<file path="src/hdl/id_remap_pkg.sv">
package id_remap_pkg;

  // Upstream IDs are wide and sparsely used
  localparam int unsigned IN_ID_W         = 8;
  // One table entry per distinct input ID in flight, per direction
  localparam int unsigned MAX_UNIQ_IDS    = 4;
  localparam int unsigned MAX_TXNS_PER_ID = 3;
  localparam int unsigned IDX_W           = $clog2(MAX_UNIQ_IDS);
  // Downstream IDs carry the table index, zero-extended to this width
  localparam int unsigned OUT_ID_W        = 3;
  // The counter must be able to hold MAX_TXNS_PER_ID itself
  localparam int unsigned CNT_W           = $clog2(MAX_TXNS_PER_ID + 1);
  localparam int unsigned ADDR_W          = 32;
  localparam int unsigned LEN_W           = 8;
  localparam int unsigned DATA_W          = 32;
  localparam int unsigned RESP_W          = 2;

  typedef logic [IN_ID_W-1:0]      in_id_t;
  typedef logic [OUT_ID_W-1:0]     out_id_t;
  typedef logic [IDX_W-1:0]        idx_t;
  typedef logic [CNT_W-1:0]        cnt_t;
  // One bit per table entry
  typedef logic [MAX_UNIQ_IDS-1:0] field_t;
  typedef logic [ADDR_W-1:0]       addr_t;
  typedef logic [LEN_W-1:0]        len_t;
  typedef logic [DATA_W-1:0]       data_t;
  typedef logic [RESP_W-1:0]       resp_t;

  // AR and AW share one request layout
  typedef struct packed {
    in_id_t id;
    addr_t  addr;
    len_t   len;
  } in_ax_t;

  typedef struct packed {
    out_id_t id;
    addr_t   addr;
    len_t    len;
  } out_ax_t;

  typedef struct packed {
    in_id_t id;
    data_t  data;
    resp_t  resp;
    logic   last;
  } in_r_t;

  typedef struct packed {
    out_id_t id;
    data_t   data;
    resp_t   resp;
    logic    last;
  } out_r_t;

  typedef struct packed {
    in_id_t id;
    resp_t  resp;
  } in_b_t;

  typedef struct packed {
    out_id_t id;
    resp_t   resp;
  } out_b_t;

  // The request issuer forwards freely or holds a stalled output ID
  typedef enum logic {
    ISSUE_READY,
    ISSUE_HOLD
  } issue_state_e;

endpackage

</file>
<file path="src/hdl/id_remap_table.sv">
`timescale 1ns/1ps

module id_remap_table (
  input  logic                 clk_i,
  input  logic                 reset_i,
  // Push side driven by the request issuer
  input  logic                 push_i,
  input  id_remap_pkg::in_id_t push_in_id_i,
  input  id_remap_pkg::idx_t   push_idx_i,
  // Lookup of the incoming request ID
  input  id_remap_pkg::in_id_t lookup_id_i,
  output logic                 exists_o,
  output id_remap_pkg::idx_t   exists_idx_o,
  output logic                 exists_full_o,
  // Lowest free entry
  output id_remap_pkg::idx_t   free_idx_o,
  output logic                 full_o,
  // Pop side driven by response completion
  input  logic                 pop_i,
  input  id_remap_pkg::idx_t   pop_idx_i,
  output id_remap_pkg::in_id_t pop_in_id_o
);
  import id_remap_pkg::*;

  // Each entry is owned by one input ID while its count is nonzero
  typedef struct packed {
    in_id_t in_id;
    cnt_t   cnt;
  } entry_t;

  // Indexed by output ID
  entry_t [MAX_UNIQ_IDS-1:0] table_q;
  entry_t [MAX_UNIQ_IDS-1:0] table_d;

  field_t free_vec;
  field_t match_vec;

  // An entry with no transaction in flight is free, whatever input ID it still holds
  // Only an occupied entry can match the looked-up ID
  always_comb begin
    for (int i = 0; i < MAX_UNIQ_IDS; i++) begin
      free_vec[i]  = (table_q[i].cnt == '0);
      match_vec[i] = !free_vec[i] && (table_q[i].in_id == lookup_id_i);
    end
  end

  assign full_o = ~|free_vec;

  // Scan from the top so that the lowest free index wins
  always_comb begin
    free_idx_o = '0;
    for (int i = MAX_UNIQ_IDS - 1; i >= 0; i--) begin
      if (free_vec[i]) begin
        free_idx_o = idx_t'(i);
      end
    end
  end

  // The same scan picks the matching entry if there is one
  always_comb begin
    exists_idx_o = '0;
    for (int i = MAX_UNIQ_IDS - 1; i >= 0; i--) begin
      if (match_vec[i]) begin
        exists_idx_o = idx_t'(i);
      end
    end
  end

  assign exists_o = |match_vec;

  // Only meaningful while exists_o is high
  assign exists_full_o = (table_q[exists_idx_o].cnt == cnt_t'(MAX_TXNS_PER_ID));

  // Reverse lookup restores the upstream ID of a response
  assign pop_in_id_o = table_q[pop_idx_i].in_id;

  // Push and pop apply in sequence, so both on one entry cancel out
  always_comb begin
    table_d = table_q;
    if (push_i) begin
      table_d[push_idx_i].in_id = push_in_id_i;
      table_d[push_idx_i].cnt   = table_d[push_idx_i].cnt + 1'b1;
    end
    if (pop_i) begin
      table_d[pop_idx_i].cnt = table_d[pop_idx_i].cnt - 1'b1;
    end
  end

  // All entries start empty after reset
  always_ff @(posedge clk_i) begin
    if (reset_i) begin
      for (int i = 0; i < MAX_UNIQ_IDS; i++) begin
        table_q[i].cnt <= '0;
      end
    end else begin
      table_q <= table_d;
    end
  end

  // The issuer must either claim a free entry or reuse the entry of its own ID
  assert property (@(posedge clk_i) disable iff (reset_i)
    push_i |-> (table_q[push_idx_i].cnt == '0) ||
               (table_q[push_idx_i].in_id == push_in_id_i))
    else $error("Push to an entry owned by another input ID");

  // Admission in the issuer keeps every count within the limit
  assert property (@(posedge clk_i) disable iff (reset_i)
    push_i |-> table_q[push_idx_i].cnt < cnt_t'(MAX_TXNS_PER_ID))
    else $error("Push beyond the in-flight limit of an input ID");

  // A response must belong to a transaction that was forwarded earlier
  assert property (@(posedge clk_i) disable iff (reset_i)
    pop_i |-> table_q[pop_idx_i].cnt != '0)
    else $error("Pop of an entry with nothing in flight");

  // Reuse on push keeps each input ID in a single entry
  assert property (@(posedge clk_i) disable iff (reset_i)
    $onehot0(match_vec))
    else $error("Input ID held by more than one entry");

endmodule

</file>
<file path="src/hdl/ax_issue.sv">
`timescale 1ns/1ps

module ax_issue (
  input  logic                  clk_i,
  input  logic                  reset_i,
  // Upstream request
  input  logic                  req_valid_i,
  output logic                  req_ready_o,
  input  id_remap_pkg::in_ax_t  req_i,
  // Downstream request
  output logic                  fwd_valid_o,
  input  logic                  fwd_ready_i,
  output id_remap_pkg::out_ax_t fwd_o,
  // Table results for the current request ID
  input  logic                  exists_i,
  input  id_remap_pkg::idx_t    exists_idx_i,
  input  logic                  exists_full_i,
  input  id_remap_pkg::idx_t    free_idx_i,
  input  logic                  full_i,
  // Table push
  output logic                  push_o,
  output id_remap_pkg::idx_t    push_idx_o
);
  import id_remap_pkg::*;

  issue_state_e state_q;
  issue_state_e state_d;
  idx_t         hold_idx_q;
  idx_t         hold_idx_d;
  idx_t         fwd_idx;
  logic         admit;

  // A known ID may go while below its limit, a new ID needs a free entry
  assign admit = exists_i ? !exists_full_i : !full_i;

  always_comb begin
    state_d     = state_q;
    hold_idx_d  = hold_idx_q;
    fwd_valid_o = 1'b0;
    req_ready_o = 1'b0;
    push_o      = 1'b0;
    // Reuse keeps responses of one input ID in order downstream
    fwd_idx     = exists_i ? exists_idx_i : free_idx_i;
    unique case (state_q)
      ISSUE_READY: begin
        if (req_valid_i && admit) begin
          // The entry is claimed now, even if downstream stalls
          fwd_valid_o = 1'b1;
          push_o      = 1'b1;
          req_ready_o = fwd_ready_i;
          if (!fwd_ready_i) begin
            state_d    = ISSUE_HOLD;
            hold_idx_d = fwd_idx;
          end
        end
      end
      ISSUE_HOLD: begin
        // Table lookups may change meanwhile, so replay the stored index
        fwd_idx     = hold_idx_q;
        fwd_valid_o = 1'b1;
        req_ready_o = fwd_ready_i;
        if (fwd_ready_i) begin
          state_d = ISSUE_READY;
        end
      end
      default: begin
        state_d = ISSUE_READY;
      end
    endcase
  end

  assign push_idx_o = fwd_idx;

  // Upper ID bits are always zero
  assign fwd_o.id   = {{(OUT_ID_W - IDX_W){1'b0}}, fwd_idx};
  assign fwd_o.addr = req_i.addr;
  assign fwd_o.len  = req_i.len;

  always_ff @(posedge clk_i) begin
    if (reset_i) begin
      state_q <= ISSUE_READY;
    end else begin
      state_q <= state_d;
    end
  end

  always_ff @(posedge clk_i) begin
    hold_idx_q <= hold_idx_d;
  end

  // A stalled request keeps its output ID until accepted
  assert property (@(posedge clk_i) disable iff (reset_i)
    fwd_valid_o && !fwd_ready_i |=> fwd_valid_o && $stable(fwd_o.id))
    else $error("Stalled request dropped or changed its output ID");

endmodule

</file>
<file path="src/hdl/remap_direction.sv">
`timescale 1ns/1ps

module remap_direction (
  input  logic                  clk_i,
  input  logic                  reset_i,
  // Upstream request
  input  logic                  req_valid_i,
  output logic                  req_ready_o,
  input  id_remap_pkg::in_ax_t  req_i,
  // Downstream request
  output logic                  fwd_valid_o,
  input  logic                  fwd_ready_i,
  output id_remap_pkg::out_ax_t fwd_o,
  // Response completion and ID restoration
  input  logic                  rsp_pop_i,
  input  id_remap_pkg::out_id_t rsp_out_id_i,
  output id_remap_pkg::in_id_t  rsp_in_id_o
);
  import id_remap_pkg::*;

  logic exists;
  idx_t exists_idx;
  logic exists_full;
  idx_t free_idx;
  logic full;
  logic push;
  idx_t push_idx;
  idx_t rsp_idx;

  // Only the low bits of a downstream ID index the table
  assign rsp_idx = rsp_out_id_i[IDX_W-1:0];

  ax_issue ax_issue_i (
    .clk_i         (clk_i),
    .reset_i       (reset_i),
    .req_valid_i   (req_valid_i),
    .req_ready_o   (req_ready_o),
    .req_i         (req_i),
    .fwd_valid_o   (fwd_valid_o),
    .fwd_ready_i   (fwd_ready_i),
    .fwd_o         (fwd_o),
    .exists_i      (exists),
    .exists_idx_i  (exists_idx),
    .exists_full_i (exists_full),
    .free_idx_i    (free_idx),
    .full_i        (full),
    .push_o        (push),
    .push_idx_o    (push_idx)
  );

  // Lookup and push both use the ID of the request at the upstream port
  id_remap_table id_remap_table_i (
    .clk_i         (clk_i),
    .reset_i       (reset_i),
    .push_i        (push),
    .push_in_id_i  (req_i.id),
    .push_idx_i    (push_idx),
    .lookup_id_i   (req_i.id),
    .exists_o      (exists),
    .exists_idx_o  (exists_idx),
    .exists_full_o (exists_full),
    .free_idx_o    (free_idx),
    .full_o        (full),
    .pop_i         (rsp_pop_i),
    .pop_idx_i     (rsp_idx),
    .pop_in_id_o   (rsp_in_id_o)
  );

  // Completing responses carry an ID this block handed out, so its upper bits are zero
  assert property (@(posedge clk_i) disable iff (reset_i)
    rsp_pop_i |-> rsp_out_id_i[OUT_ID_W-1:IDX_W] == '0)
    else $error("Response ID outside the remapped range");

endmodule

</file>
<file path="src/hdl/axi_id_remap_top.sv">
`timescale 1ns/1ps

module axi_id_remap_top (
  input  logic                  clk_i,
  input  logic                  reset_i,
  // Upstream port
  input  logic                  ar_valid_i,
  output logic                  ar_ready_o,
  input  id_remap_pkg::in_ax_t  ar_i,
  input  logic                  aw_valid_i,
  output logic                  aw_ready_o,
  input  id_remap_pkg::in_ax_t  aw_i,
  output logic                  r_valid_o,
  input  logic                  r_ready_i,
  output id_remap_pkg::in_r_t   r_o,
  output logic                  b_valid_o,
  input  logic                  b_ready_i,
  output id_remap_pkg::in_b_t   b_o,
  // Downstream port
  output logic                  m_ar_valid_o,
  input  logic                  m_ar_ready_i,
  output id_remap_pkg::out_ax_t m_ar_o,
  output logic                  m_aw_valid_o,
  input  logic                  m_aw_ready_i,
  output id_remap_pkg::out_ax_t m_aw_o,
  input  logic                  m_r_valid_i,
  output logic                  m_r_ready_o,
  input  id_remap_pkg::out_r_t  m_r_i,
  input  logic                  m_b_valid_i,
  output logic                  m_b_ready_o,
  input  id_remap_pkg::out_b_t  m_b_i
);
  import id_remap_pkg::*;

  in_id_t rd_in_id;
  in_id_t wr_in_id;
  logic   rd_pop;
  logic   wr_pop;

  // A read completes on its last beat, a write on its B handshake
  assign rd_pop = m_r_valid_i && r_ready_i && m_r_i.last;
  assign wr_pop = m_b_valid_i && b_ready_i;

  remap_direction rd_dir (
    .clk_i        (clk_i),
    .reset_i      (reset_i),
    .req_valid_i  (ar_valid_i),
    .req_ready_o  (ar_ready_o),
    .req_i        (ar_i),
    .fwd_valid_o  (m_ar_valid_o),
    .fwd_ready_i  (m_ar_ready_i),
    .fwd_o        (m_ar_o),
    .rsp_pop_i    (rd_pop),
    .rsp_out_id_i (m_r_i.id),
    .rsp_in_id_o  (rd_in_id)
  );

  remap_direction wr_dir (
    .clk_i        (clk_i),
    .reset_i      (reset_i),
    .req_valid_i  (aw_valid_i),
    .req_ready_o  (aw_ready_o),
    .req_i        (aw_i),
    .fwd_valid_o  (m_aw_valid_o),
    .fwd_ready_i  (m_aw_ready_i),
    .fwd_o        (m_aw_o),
    .rsp_pop_i    (wr_pop),
    .rsp_out_id_i (m_b_i.id),
    .rsp_in_id_o  (wr_in_id)
  );

  // Responses pass straight through with the original ID put back
  assign r_valid_o   = m_r_valid_i;
  assign m_r_ready_o = r_ready_i;
  assign r_o.id      = rd_in_id;
  assign r_o.data    = m_r_i.data;
  assign r_o.resp    = m_r_i.resp;
  assign r_o.last    = m_r_i.last;

  assign b_valid_o   = m_b_valid_i;
  assign m_b_ready_o = b_ready_i;
  assign b_o.id      = wr_in_id;
  assign b_o.resp    = m_b_i.resp;

endmodule

</file>
<file path="config.mk">
export PLATFORM = sky130hd
export DESIGN_NAME = axi_id_remap_top
export DESIGN_NICKNAME = d
export VERILOG_FILES = /design/src/hdl/id_remap_pkg.sv /design/src/hdl/id_remap_table.sv /design/src/hdl/ax_issue.sv /design/src/hdl/remap_direction.sv /design/src/hdl/axi_id_remap_top.sv
export SDC_FILE = /design/constraint.sdc
export NUM_CORES = 1
export LEC_CHECK = 0
export ABC_CLOCK_PERIOD_IN_PS = 10800
export BUFFER_PORTS_ARGS = -buffer_cell sky130_fd_sc_hd__buf_2
export CORE_AREA = 2 2 114 116
export CTS_CLUSTER_SIZE = 12
export DETAILED_ROUTE_END_ITERATION = 12
export DIE_AREA = 0 0 116 118
export PLACE_DENSITY = 0.82
export REMOVE_ABC_BUFFERS = 1
export SETUP_SLACK_MARGIN = 0.5
export SLEW_MARGIN = 20
export SYNTH_ARGS = -nofsm -noshare
export SYNTH_HDL_FRONTEND = slang
export SYNTH_SLANG_ARGS = --single-unit
</file>
<file path="constraint.sdc">
create_clock -name clk_i -period 10.8 [get_ports clk_i]
set_input_delay 1.62 -clock clk_i [delete_from_list [all_inputs] [get_ports clk_i]]
set_output_delay 1.62 -clock clk_i [all_outputs]
set_load 0.1 [all_outputs]
</file>
==> flow_summary_export.csv, run 1 <==
group,metric,value,unit
place,dp_hpwl,17200,um
timing,slew_headroom,0.383,
die,pin_count,296,
yosys,yosysSeqAreaShare,0.417,
global_route,antenna_found_initial,0,
clock_tree,clk_pin_slew_worst_paths,0.07,ns
yosys,yosys.area.top_type,"edfxtp_1",
place,portBuffers,59,
job,timing.max_cap.violations,0,
yosys,ys_warn_count,0,
worst_setup_path,crit_buf_inv,2,
global_route,grt_pass1_wl,28800,um
timing,finClkSkew,0.0120,ns
yosys,synth_top_area_frac,0.354,
clock_tree,post_cts_buffers,0,
worst_setup_path,cp_top_family,"compound AO/OA/AOI/OAI gates",
worst_setup_path,worstSetupPathType,"input port to output pin",
drt,postRouteAntennaNets,0,
timing,finalMaxSlewViolations,0,
layout,final_nets,630,
worst_setup_path,path_cells,"buf_2 -> xor2_1 -> nor3_1 -> nand3_1 -> a2111oi_2 -> a211oi_1 -> o22ai_1 -> a21oi_1 -> nor2b_1 -> buf_2",
clock_tree,clockBufferDepth,2,
worst_setup_path,crit_slowest_cell,"nor3_1",
worst_setup_path,cp_max_fo,8,
worst_setup_path,cp_common_cell,"buf_2",
timing,fin_crit_sh,0.530,
worst_setup_path,critPathCaptureType,"output pin",
timing,whs,0.634,ns
worst_setup_path,crit_arrival,4.11,ns
place,place.gp.congestion,0.911,
timing,setup_violations,0,
drt,drc,0,
clock_tree,ctsResizeCount,0,
die,initial_utilization,0.465,
clock_tree,clk_latency,0.35,ns
yosys,synthFlopType,"edfxtp_1",
yosys,synth_common_cells,"123 x buf_4, 68 x edfxtp_1, 50 x nor2_1",
timing,finalHoldViolations,0,
global_route,grt_pass1_vias,3799,
drt,drt_wl_total,21100,um
yosys,synth_area,0.00577,mm^2
die,core_area,0.0124,mm^2
yosys,syn_area_per_cell,10.7,um^2
drt,vias_per_cell,6.01,
clock_tree,tritoncts,"yes",
yosys,synth.area.top_cells,"edfxtp_1 35%, buf_4 16%, mux4_2 7.4%",
place,dp_slack,5.15,ns
layout,drive_above_1_share,0.210,
yosys,synth_edf_count,68,
clock_tree,cts_root_buffer,"clkbuf_16",
clock_tree,h-tree-depth,3,
clock_tree,cts.sinks,86,
worst_hold_path,hp-class,"flip-flop to flip-flop",
timing,worst_slew_pin_slew,0.923,ns
run_status,outcome,"complete, no violations",
drt,first_iter_violations,283,
layout,finalCoreUtilization,0.454,
layout,syn2layout_area_growth,-2.26,%
drt,via_count,3963,
worst_setup_path,start_kind,"input port",
clock_tree,cts_buffers,9,
global_route,grt_max_degree,31,
global_route,grt_usage,0.306,
worst_setup_path,slowest_delay,0.48,ns
drt,firstDrtPassIters,5,
timing,max_freq,0.175,GHz
global_route,grt.overflow.total,0,
timing,layout_min_cycle_time,5.73,ns
die,die_w,116,um
power_and_ir_drop,p_per_area,188,mW/mm^2
yosys,synth.most_common_cell,"buf_4",
yosys,synth_cell_types,46,
drt,wl_per_cell,32.0,um
worst_setup_path,critPathRequiredTime,9.18,ns
yosys,async_reset_ff_frac,0,
timing,worst_slack,5.07,ns
clock_tree,ctsHoldBuffers,0,
yosys,synth_seq_cells,86,
power_and_ir_drop,vdd_drop_max,0.000181,V
power_and_ir_drop,p_leak,0.00197,uW
timing,rsz0062_at_grt,"no",
die,fp.dieArea,0.0137,mm^2
die,die_height,118,um
timing,setup_tns,0,ns
die,row_count,41,
yosys,postSynthCellCount,541,
-- layout by cell type (no fill, tap or decap), types with 4 or more instances in the layout --
| cell type | instances |
|---|---|
| nor3_1 | 23 |
| a211oi_1 | 8 |
| o31ai_1 | 8 |
| a31oi_1 | 4 |
| mux2i_1 | 10 |
| inv_1 | 9 |
| nand4_1 | 13 |
| xnor2_1 | 37 |
| a21oi_1 | 6 |
| clkbuf_16 | 9 |
| mux4_2 | 19 |
| buf_2 | 59 |
| nor4_1 | 6 |
| dfxtp_1 | 18 |
| buf_4 | 4 |
| o21ai_0 | 4 |
| nand3_1 | 10 |
| nand2_1 | 26 |
| edfxtp_1 | 68 |
| xor2_1 | 48 |
| nor2_1 | 50 |
| or3_1 | 5 |
-- through the flow --
| step | total power, uW | std cells | area, um^2 |
|---|---|---|---|
| 2_1_floorplan | 661 | 407 | 4790 |
| 3_3_place_gp | 734 | 642 | 5330 |
| 3_5_place_dp | 744 | 642 | 5330 |
| 4_1_cts | 1060 | 658 | 5630 |
| 5_1_grt | 1100 | 658 | 5630 |
| 6_report | 1060 | 659 | 5640 |
-- kinds of logic (layout without fill, tap and decap cells) --
kind of cell | count (synthesis) | count (layout) | share of synthesized area
AO/OA/AOI/OAI | 44 | 44 | 0.0549
XOR/XNOR | 85 | 85 | 0.129
buffers and inverters | 146 | 90 | 0.178
flip-flops | 86 | 86 | 0.417
multiplexers | 30 | 30 | 0.0935
other | 1 | 3 | 0.000650
AND/OR/NAND/NOR | 149 | 149 | 0.128
-- per-layer routing --
layer / global-route usage / wire, um / up-vias
met4: 0.0833 / 524 / 2
met3: 0.325 / 5320 / 48
met5: 0.0706 / 69 / -
met2: 0.416 / 8600 / 372
met1: 0.313 / 6560 / 1852
li1: - / - / 1689
-- tightest hold or removal path, delay by kind of cell, from the launching register on --
kind	cells	cell delay, ns
AOI/OAI and AO/OA	1	0.06
DFF	1	0.36
xor gates and xnor gates	1	0.17
-- final timing paths --
check	start	end	slack [ns]	cells after the start
worst min-delay path	wr_dir.id_remap_table_i.table_q[21]	wr_dir.id_remap_table_i.table_q[21]	0.63	2
worst max-delay path	ar_i[43]	ar_ready_o	5.07	10
worst min register to register	wr_dir.id_remap_table_i.table_q[21]	wr_dir.id_remap_table_i.table_q[21]	0.63	2
worst max register to register	flip-flop	rd_dir.id_remap_table_i.table_q[31]	6.82	10
-- cell type report --
| cell class | count | area, um^2 |
|---|---|---|
| fillers | 1129 | 6780 |
| flip-flops and latches | 86 | 2400 |
| multi-input cells | 310 | 2340 |
| repair buffers | 63 | 325 |
| clock buffers | 9 | 225 |
| well taps | 172 | 215 |
| clock inverters | 7 | 81.3 |
| inverters | 11 | 41.3 |
| diodes | 1 | 2.50 |
-- power breakdown --
group | switching [uW] | internal, uW | total [uW]
sequential | 27.7 | 388 | 415
combinational | 229 | 97.3 | 326
clock | 150 | 166 | 316
Power figures use the tool's default switching activity.
==> run 2: changes to the inputs <==
Settings changed: ABC_CLOCK_PERIOD_IN_PS 10800 to 5150, CORE_AREA 2 2 114 116 to not set, CORE_MARGIN set to 2, CORE_UTILIZATION set to 42, DIE_AREA 0 0 116 118 to not set, PLACE_DENSITY 0.82 to 0.78.
Clock period 10.8 ns to 5.15 ns, I/O delays scaled along.
==> run 2 against run 1 <==
Effect of this change:
- routed wire length grew 2.8%
- total power grew 100%
- largest cell class unchanged
- critical endpoint is now rd_dir.id_remap_table_i.table_q[21]
- via count grew 0.45%
- highest routed layer unchanged
- design area shrank 0.51%
- sequential share of layout area grew 0.22 points
- clock skew shrank 0.0059 ns
- largest power group unchanged
- sequential power grew 110%
==> flow_summary_export.csv, run 2 (synthesis results as in run 1) <==
group,metric,value,unit
worst_setup_path,crit_slowest_cell,"mux4_2",
worst_setup_path,worstSetupPathType,"input port to flip-flop",
global_route,grt.overflow.total,0,
die,die_height,121,um
clock_tree,clk_pin_slew_worst_paths,0.06,ns
global_route,grt_pass1_wl,29500,um
timing,worst_slew_pin_slew,0.864,ns
timing,slew_headroom,0.422,
clock_tree,clk_latency,0.34,ns
die,fp.dieArea,0.0147,mm^2
global_route,grt_max_degree,31,
layout,final_nets,630,
global_route,grt_pass1_vias,3801,
clock_tree,cts_buffers,9,
worst_setup_path,slowest_delay,0.55,ns
timing,setup_tns,0,ns
drt,via_count,3981,
clock_tree,tritoncts,"yes",
die,pin_count,296,
clock_tree,cts.sinks,86,
run_status,outcome,"complete, no violations",
clock_tree,ctsHoldBuffers,0,
power_and_ir_drop,vdd_drop_max,0.000329,V
layout,diodes,0,
worst_setup_path,crit_arrival,4.29,ns
drt,first_iter_violations,321,
worst_hold_path,hp-class,"input port to flip-flop",
timing,finalHoldViolations,0,
timing,fin_crit_sh,0.792,
layout,mostFrequentLayoutCells,"68 x edfxtp_1, 59 x buf_2, 50 x nor2_1",
drt,drc,0,
timing,max_freq,0.245,GHz
place,dp_slack,0.781,ns
clock_tree,cts_root_buffer,"clkbuf_16",
drt,firstDrtPassIters,7,
die,core_area,0.0133,mm^2
timing,finalMaxSlewViolations,0,
worst_setup_path,cp_max_fo,8,
drt,postRouteAntennaNets,0,
job,timing.max_cap.violations,0,
place,dp_hpwl,17600,um
global_route,grt_usage,0.295,
power_and_ir_drop,p_per_area,385,mW/mm^2
worst_setup_path,critPathCaptureType,"flip-flop",
clock_tree,h-tree-depth,3,
worst_setup_path,cp_top_family,"simple AND/OR/NAND/NOR gates",
die,die_w,121,um
drt,vias_per_cell,6.01,
layout,drive_above_1_share,0.206,
layout,finalCoreUtilization,0.420,
die,row_count,42,
timing,setup_violations,0,
die,initial_utilization,0.432,
place,portBuffers,59,
worst_setup_path,start_kind,"input port",
worst_setup_path,path_cells,"buf_2 -> xor2_1 -> or4_1 -> nor4b_1 -> nor2_1 -> a22oi_1 -> mux2i_1 -> mux2i_1 -> mux4_2 -> xor2_1 -> o31ai_1",
clock_tree,ctsResizeCount,0,
layout,final_common_cell,"edfxtp_1",
drt,drt_wl_total,21700,um
clock_tree,clockBufferDepth,2,
timing,worst_slack,1.07,ns
clock_tree,post_cts_buffers,0,
timing,layout_min_cycle_time,4.08,ns
layout,syn2layout_area_growth,-2.76,%
timing,whs,0.611,ns
drt,wl_per_cell,32.7,um
timing,rsz0062_at_grt,"no",
place,place.gp.congestion,0.904,
timing,finClkSkew,0.00615,ns
worst_setup_path,crit_buf_inv,1,
power_and_ir_drop,p_leak,0.00195,uW
worst_setup_path,critPathRequiredTime,5.35,ns
global_route,antenna_found_initial,0,
run 2: cell count changes in the layout (fill, tap and decap cells not counted), moves of 2 or more:
cell,delta
inv_8,-2
clkinv_4,+3
inv_6,-2
clkinv_8,-2
run 2: worst register-to-register path, delay by kind of cell (launching register included):
family / cells / cell delay, ns
flip-flops: 1 / 0.41
AO/OA/AOI/OAI: 2 / 0.67
AND/OR/NAND/NOR: 3 / 1.14
XOR/XNOR: 2 / 0.56
multiplexers: 3 / 0.97
run 2: path summary, 6_finish.rpt:
| kind | start | end | slack (ns) | depth (start not counted) |
|---|---|---|---|---|
| setup / recovery | ar_i[46] | rd_dir.id_remap_table_i.table_q[21] | 1.07 | 11 |
| hold / removal | m_ar_ready_i | rd_dir.ax_issue_i.state_q | 0.61 | 2 |
| setup reg to reg | flip-flop | rd_dir.id_remap_table_i.table_q[21] | 1.27 | 10 |
| hold reg to reg | wr_dir.id_remap_table_i.table_q[21] | wr_dir.id_remap_table_i.table_q[21] | 0.64 | 2 |
run 2: layout make-up:
type,instances,area (um^2)
Clock buffer,10,229
Clock inverter,6,46.3
Multi-Input combinational cell,310,2340
Tap cell,176,220
Inverter,11,41.3
Sequential cell,86,2400
Timing Repair Buffer,63,325
Fill cell,1259,7740
run 2: power breakdown:
part | total, uW | switching (uW) | leakage (uW) | internal (uW)
combinational | 682 | 479 | 0.00106 | 204
clock | 606 | 276 | 0.000131 | 329
sequential | 869 | 56.2 | 0.000766 | 813
run 2: metal layers:
| metal | track usage | part of all wire | up-vias |
|---|---|---|---|
| li1 | - | - | 1686 |
| met1 | 0.275 | 0.30 | 1897 |
| met2 | 0.420 | 0.42 | 368 |
| met3 | 0.344 | 0.26 | 24 |
| met4 | 0.0438 | 0.0084 | 6 |
| met5 | 0.118 | 0.0090 | - |
run 2: through the flow:
| step | total power [uW] | instances | instance area (um^2) |
|---|---|---|---|
| floorplan | 1390 | 407 | 4790 |
| finish | 2160 | 662 | 5610 |
| global route | 2250 | 662 | 5610 |
| global placement | 1540 | 646 | 5330 |
| CTS | 2170 | 662 | 5610 |
| detailed placement | 1560 | 646 | 5330 |
==> run 3: changes to the inputs <==
Settings changed: ABC_CLOCK_PERIOD_IN_PS 5150 to 3900, CORE_UTILIZATION 42 to 47, PLACE_DENSITY 0.78 to 0.82.
Clock period 5.15 ns to 3.9 ns, I/O delays scaled along.
==> run 3 against run 2 <==
Effect of this change:
- setup slack worse by 0.63 ns
- sequential cell count stayed put
- die area is 10% lower
- final cell count is 1.2% lower
- clock power is 42% higher
- critical path depth is 1 higher
==> flow_summary_export.csv, run 3 (synthesis results as in run 1) <==
group,metric,value,unit
run_status,outcome,"complete, no violations",
timing,rsz0062_at_grt,"yes",
die,fp.dieArea,0.0132,mm^2
global_route,grt_usage,0.320,
power_and_ir_drop,sw_frac_of_total,0.388,
die,die_height,115,um
drt,drt_wl_total,22000,um
clock_tree,cts.sinks,86,
power_and_ir_drop,p_per_area,506,mW/mm^2
timing,whs,0.434,ns
worst_setup_path,timing.rr.end,"rd_dir.id_remap_table_i.table_q[1]",
layout,final_nets,651,
worst_setup_path,path_cells,"xor2_2 -> or4_4 -> nor4b_4 -> buf_4 -> nor2_2 -> a22oi_2 -> buf_6 -> mux2i_2 -> mux2i_1 -> mux4_2 -> xor2_4 -> o31ai_2",
worst_setup_path,r2r_cells,12,
die,die_w,115,um
worst_setup_path,worstSetupPathType,"flip-flop to flip-flop",
drt,postRouteAntennaNets,0,
place,portBuffers,59,
timing,worst_slew_pin_slew,0.626,ns
worst_hold_path,min_to,"rd_dir.ax_issue_i.state_q",
clock_tree,cts_buffers,9,
worst_hold_path,hp-class,"input port to flip-flop",
worst_setup_path,critPathRequiredTime,4.16,ns
clock_tree,clk_pin_slew_worst_paths,0.08,ns
layout,final_common_cell,"edfxtp_1",
job,timing.max_cap.violations,0,
place,dp.cells,629,
clock_tree,tritoncts,"yes",
worst_setup_path,cp_max_fo,5,
drt,vias_per_cell,6.33,
timing,setup_violations,0,
power_and_ir_drop,p_seq_frac,0.380,
drt,first_iter_violations,326,
global_route,grt_pass1_vias,3892,
timing,finalHoldViolations,0,
place,placed_cell_area,0.00539,mm^2
global_route,grt.overflow.total,0,
global_route,antenna_found_initial,0,
timing,setup_tns,0,ns
global_route,grt_max_degree,31,
timing,fin_crit_sh,0.888,
clock_tree,clockBufferDepth,2,
power_and_ir_drop,p_leak,0.00212,uW
layout,mostFrequentLayoutCells,"68 x edfxtp_1, 53 x buf_2, 46 x xor2_1",
clock_tree,ctsHoldBuffers,0,
die,row_count,40,
clock_tree,cts_root_buffer,"clkbuf_16",
worst_setup_path,crit_arrival,3.73,ns
layout,drive_above_1_share,0.302,
worst_hold_path,worstHoldPathCells,2,
clock_tree,clk_latency,0.34,ns
power_and_ir_drop,pwr-share-clk,0.283,
worst_setup_path,ff2ff_setup_slack,0.44,ns
layout,syn2layout_area_growth,3.88,%
worst_hold_path,min_from,"m_ar_ready_i",
timing,finClkSkew,0.0132,ns
drt,via_count,4137,
power_and_ir_drop,power.internal,1860,uW
worst_setup_path,slowest_delay,0.57,ns
timing,slew_headroom,0.583,
layout,fin_area,0.00599,mm^2
die,pin_count,296,
power_and_ir_drop,combPwrFrac,0.337,
die,initial_utilization,0.480,
worst_setup_path,critPathCaptureType,"flip-flop",
worst_setup_path,start_kind,"flip-flop",
drt,firstDrtPassIters,7,
die,core_area,0.0120,mm^2
power_and_ir_drop,switchingPower,1180,uW
clock_tree,h-tree-depth,3,
layout,diodes,0,
timing,finalMaxSlewViolations,0,
timing,max_freq,0.289,GHz
drt,drc,0,
global_route,grt_pass1_wl,28900,um
drt,wl_per_cell,33.6,um
place,dp_hpwl,17500,um
place,place.gp.congestion,0.939,
worst_setup_path,crit_slowest_cell,"mux4_2",
timing,layout_min_cycle_time,3.46,ns
layout,fin_cells,654,
power_and_ir_drop,vdd_drop_max,0.000349,V
## run 3: cell types whose count changed in the layout (fill, tap and decap cells not counted), sizes merged
cell,previous run,this run
buf,63,82
inv,11,13
clkinvlp,1,0
clkbuf,10,11
## run 3: area by class of cell
cell class	instances	area (um^2)
clock buffers	9	225
clock inverters	7	78.8
fillers	1025	6020
inverters	11	41.3
multi-input cells	310	2550
flip-flops and latches	86	2400
well taps	147	184
repair buffers	84	513
## run 3: how the worst max path moves through the flow
stage / start / endpoint / cells after the start
final: flip-flop / rd_dir.id_remap_table_i.table_q[1] / 12
after global routing: ar_i[41] / m_ar_valid_o / 11
after detailed placement: ar_i[46] / rd_dir.id_remap_table_i.table_q[31] / 12
after global placement: ar_i[46] / rd_dir.id_remap_table_i.table_q[21] / 12
after CTS: ar_i[47] / rd_dir.id_remap_table_i.table_q[31] / 12
after floorplan: aw_i[42] / aw_ready_o / 8
## run 3: worst max-delay path, delay by kind of cell (launching register included)
| family | cells | cell delay, ns |
|---|---|---|
| xor gates and xnor gates | 2 | 0.41 |
| AOI/OAI and AO/OA | 2 | 0.37 |
| buffers and inverters | 2 | 0.35 |
| and+or+nand+nor | 3 | 0.87 |
| muxes | 3 | 0.95 |
| DFF | 1 | 0.45 |
## run 3: stage by stage
step / power, uW / util / worst slack (ns)
4_1_cts: 2940 / 0.478 / 0.498
3_3_place_gp: 2050 / 0.448 / 0.104
6_report: 3030 / 0.499 / 0.435
2_1_floorplan: 1830 / - / 0.0258
5_1_grt: 3140 / 0.499 / 0.336
3_5_place_dp: 2080 / 0.448 / 0.00556
## run 3: metal layers
| layer | routed length (um) | global-route usage |
|---|---|---|
| met1 | 6800 | 0.310 |
| met2 | 8950 | 0.448 |
| met3 | 5380 | 0.353 |
| met4 | 703 | 0.0811 |
| met5 | 124 | 0.0852 |
## run 3: timing repair
item | in CTS | in global routing
gates resized for setup | 9 | 39
setup buffers | 2 | 7
pin swaps | 1 | 21
setup endpoints to repair | 12 | 35
## run 3: power groups by stage
stage / Combinational, uW / Sequential, uW / Clock (uW)
CTS: 935 / 1140 / 863
global route: 1080 / 1160 / 899
floorplan: 689 / 1140 / 0
finish: 1020 / 1150 / 858
detailed placement: 918 / 1160 / 0
global placement: 893 / 1160 / 0
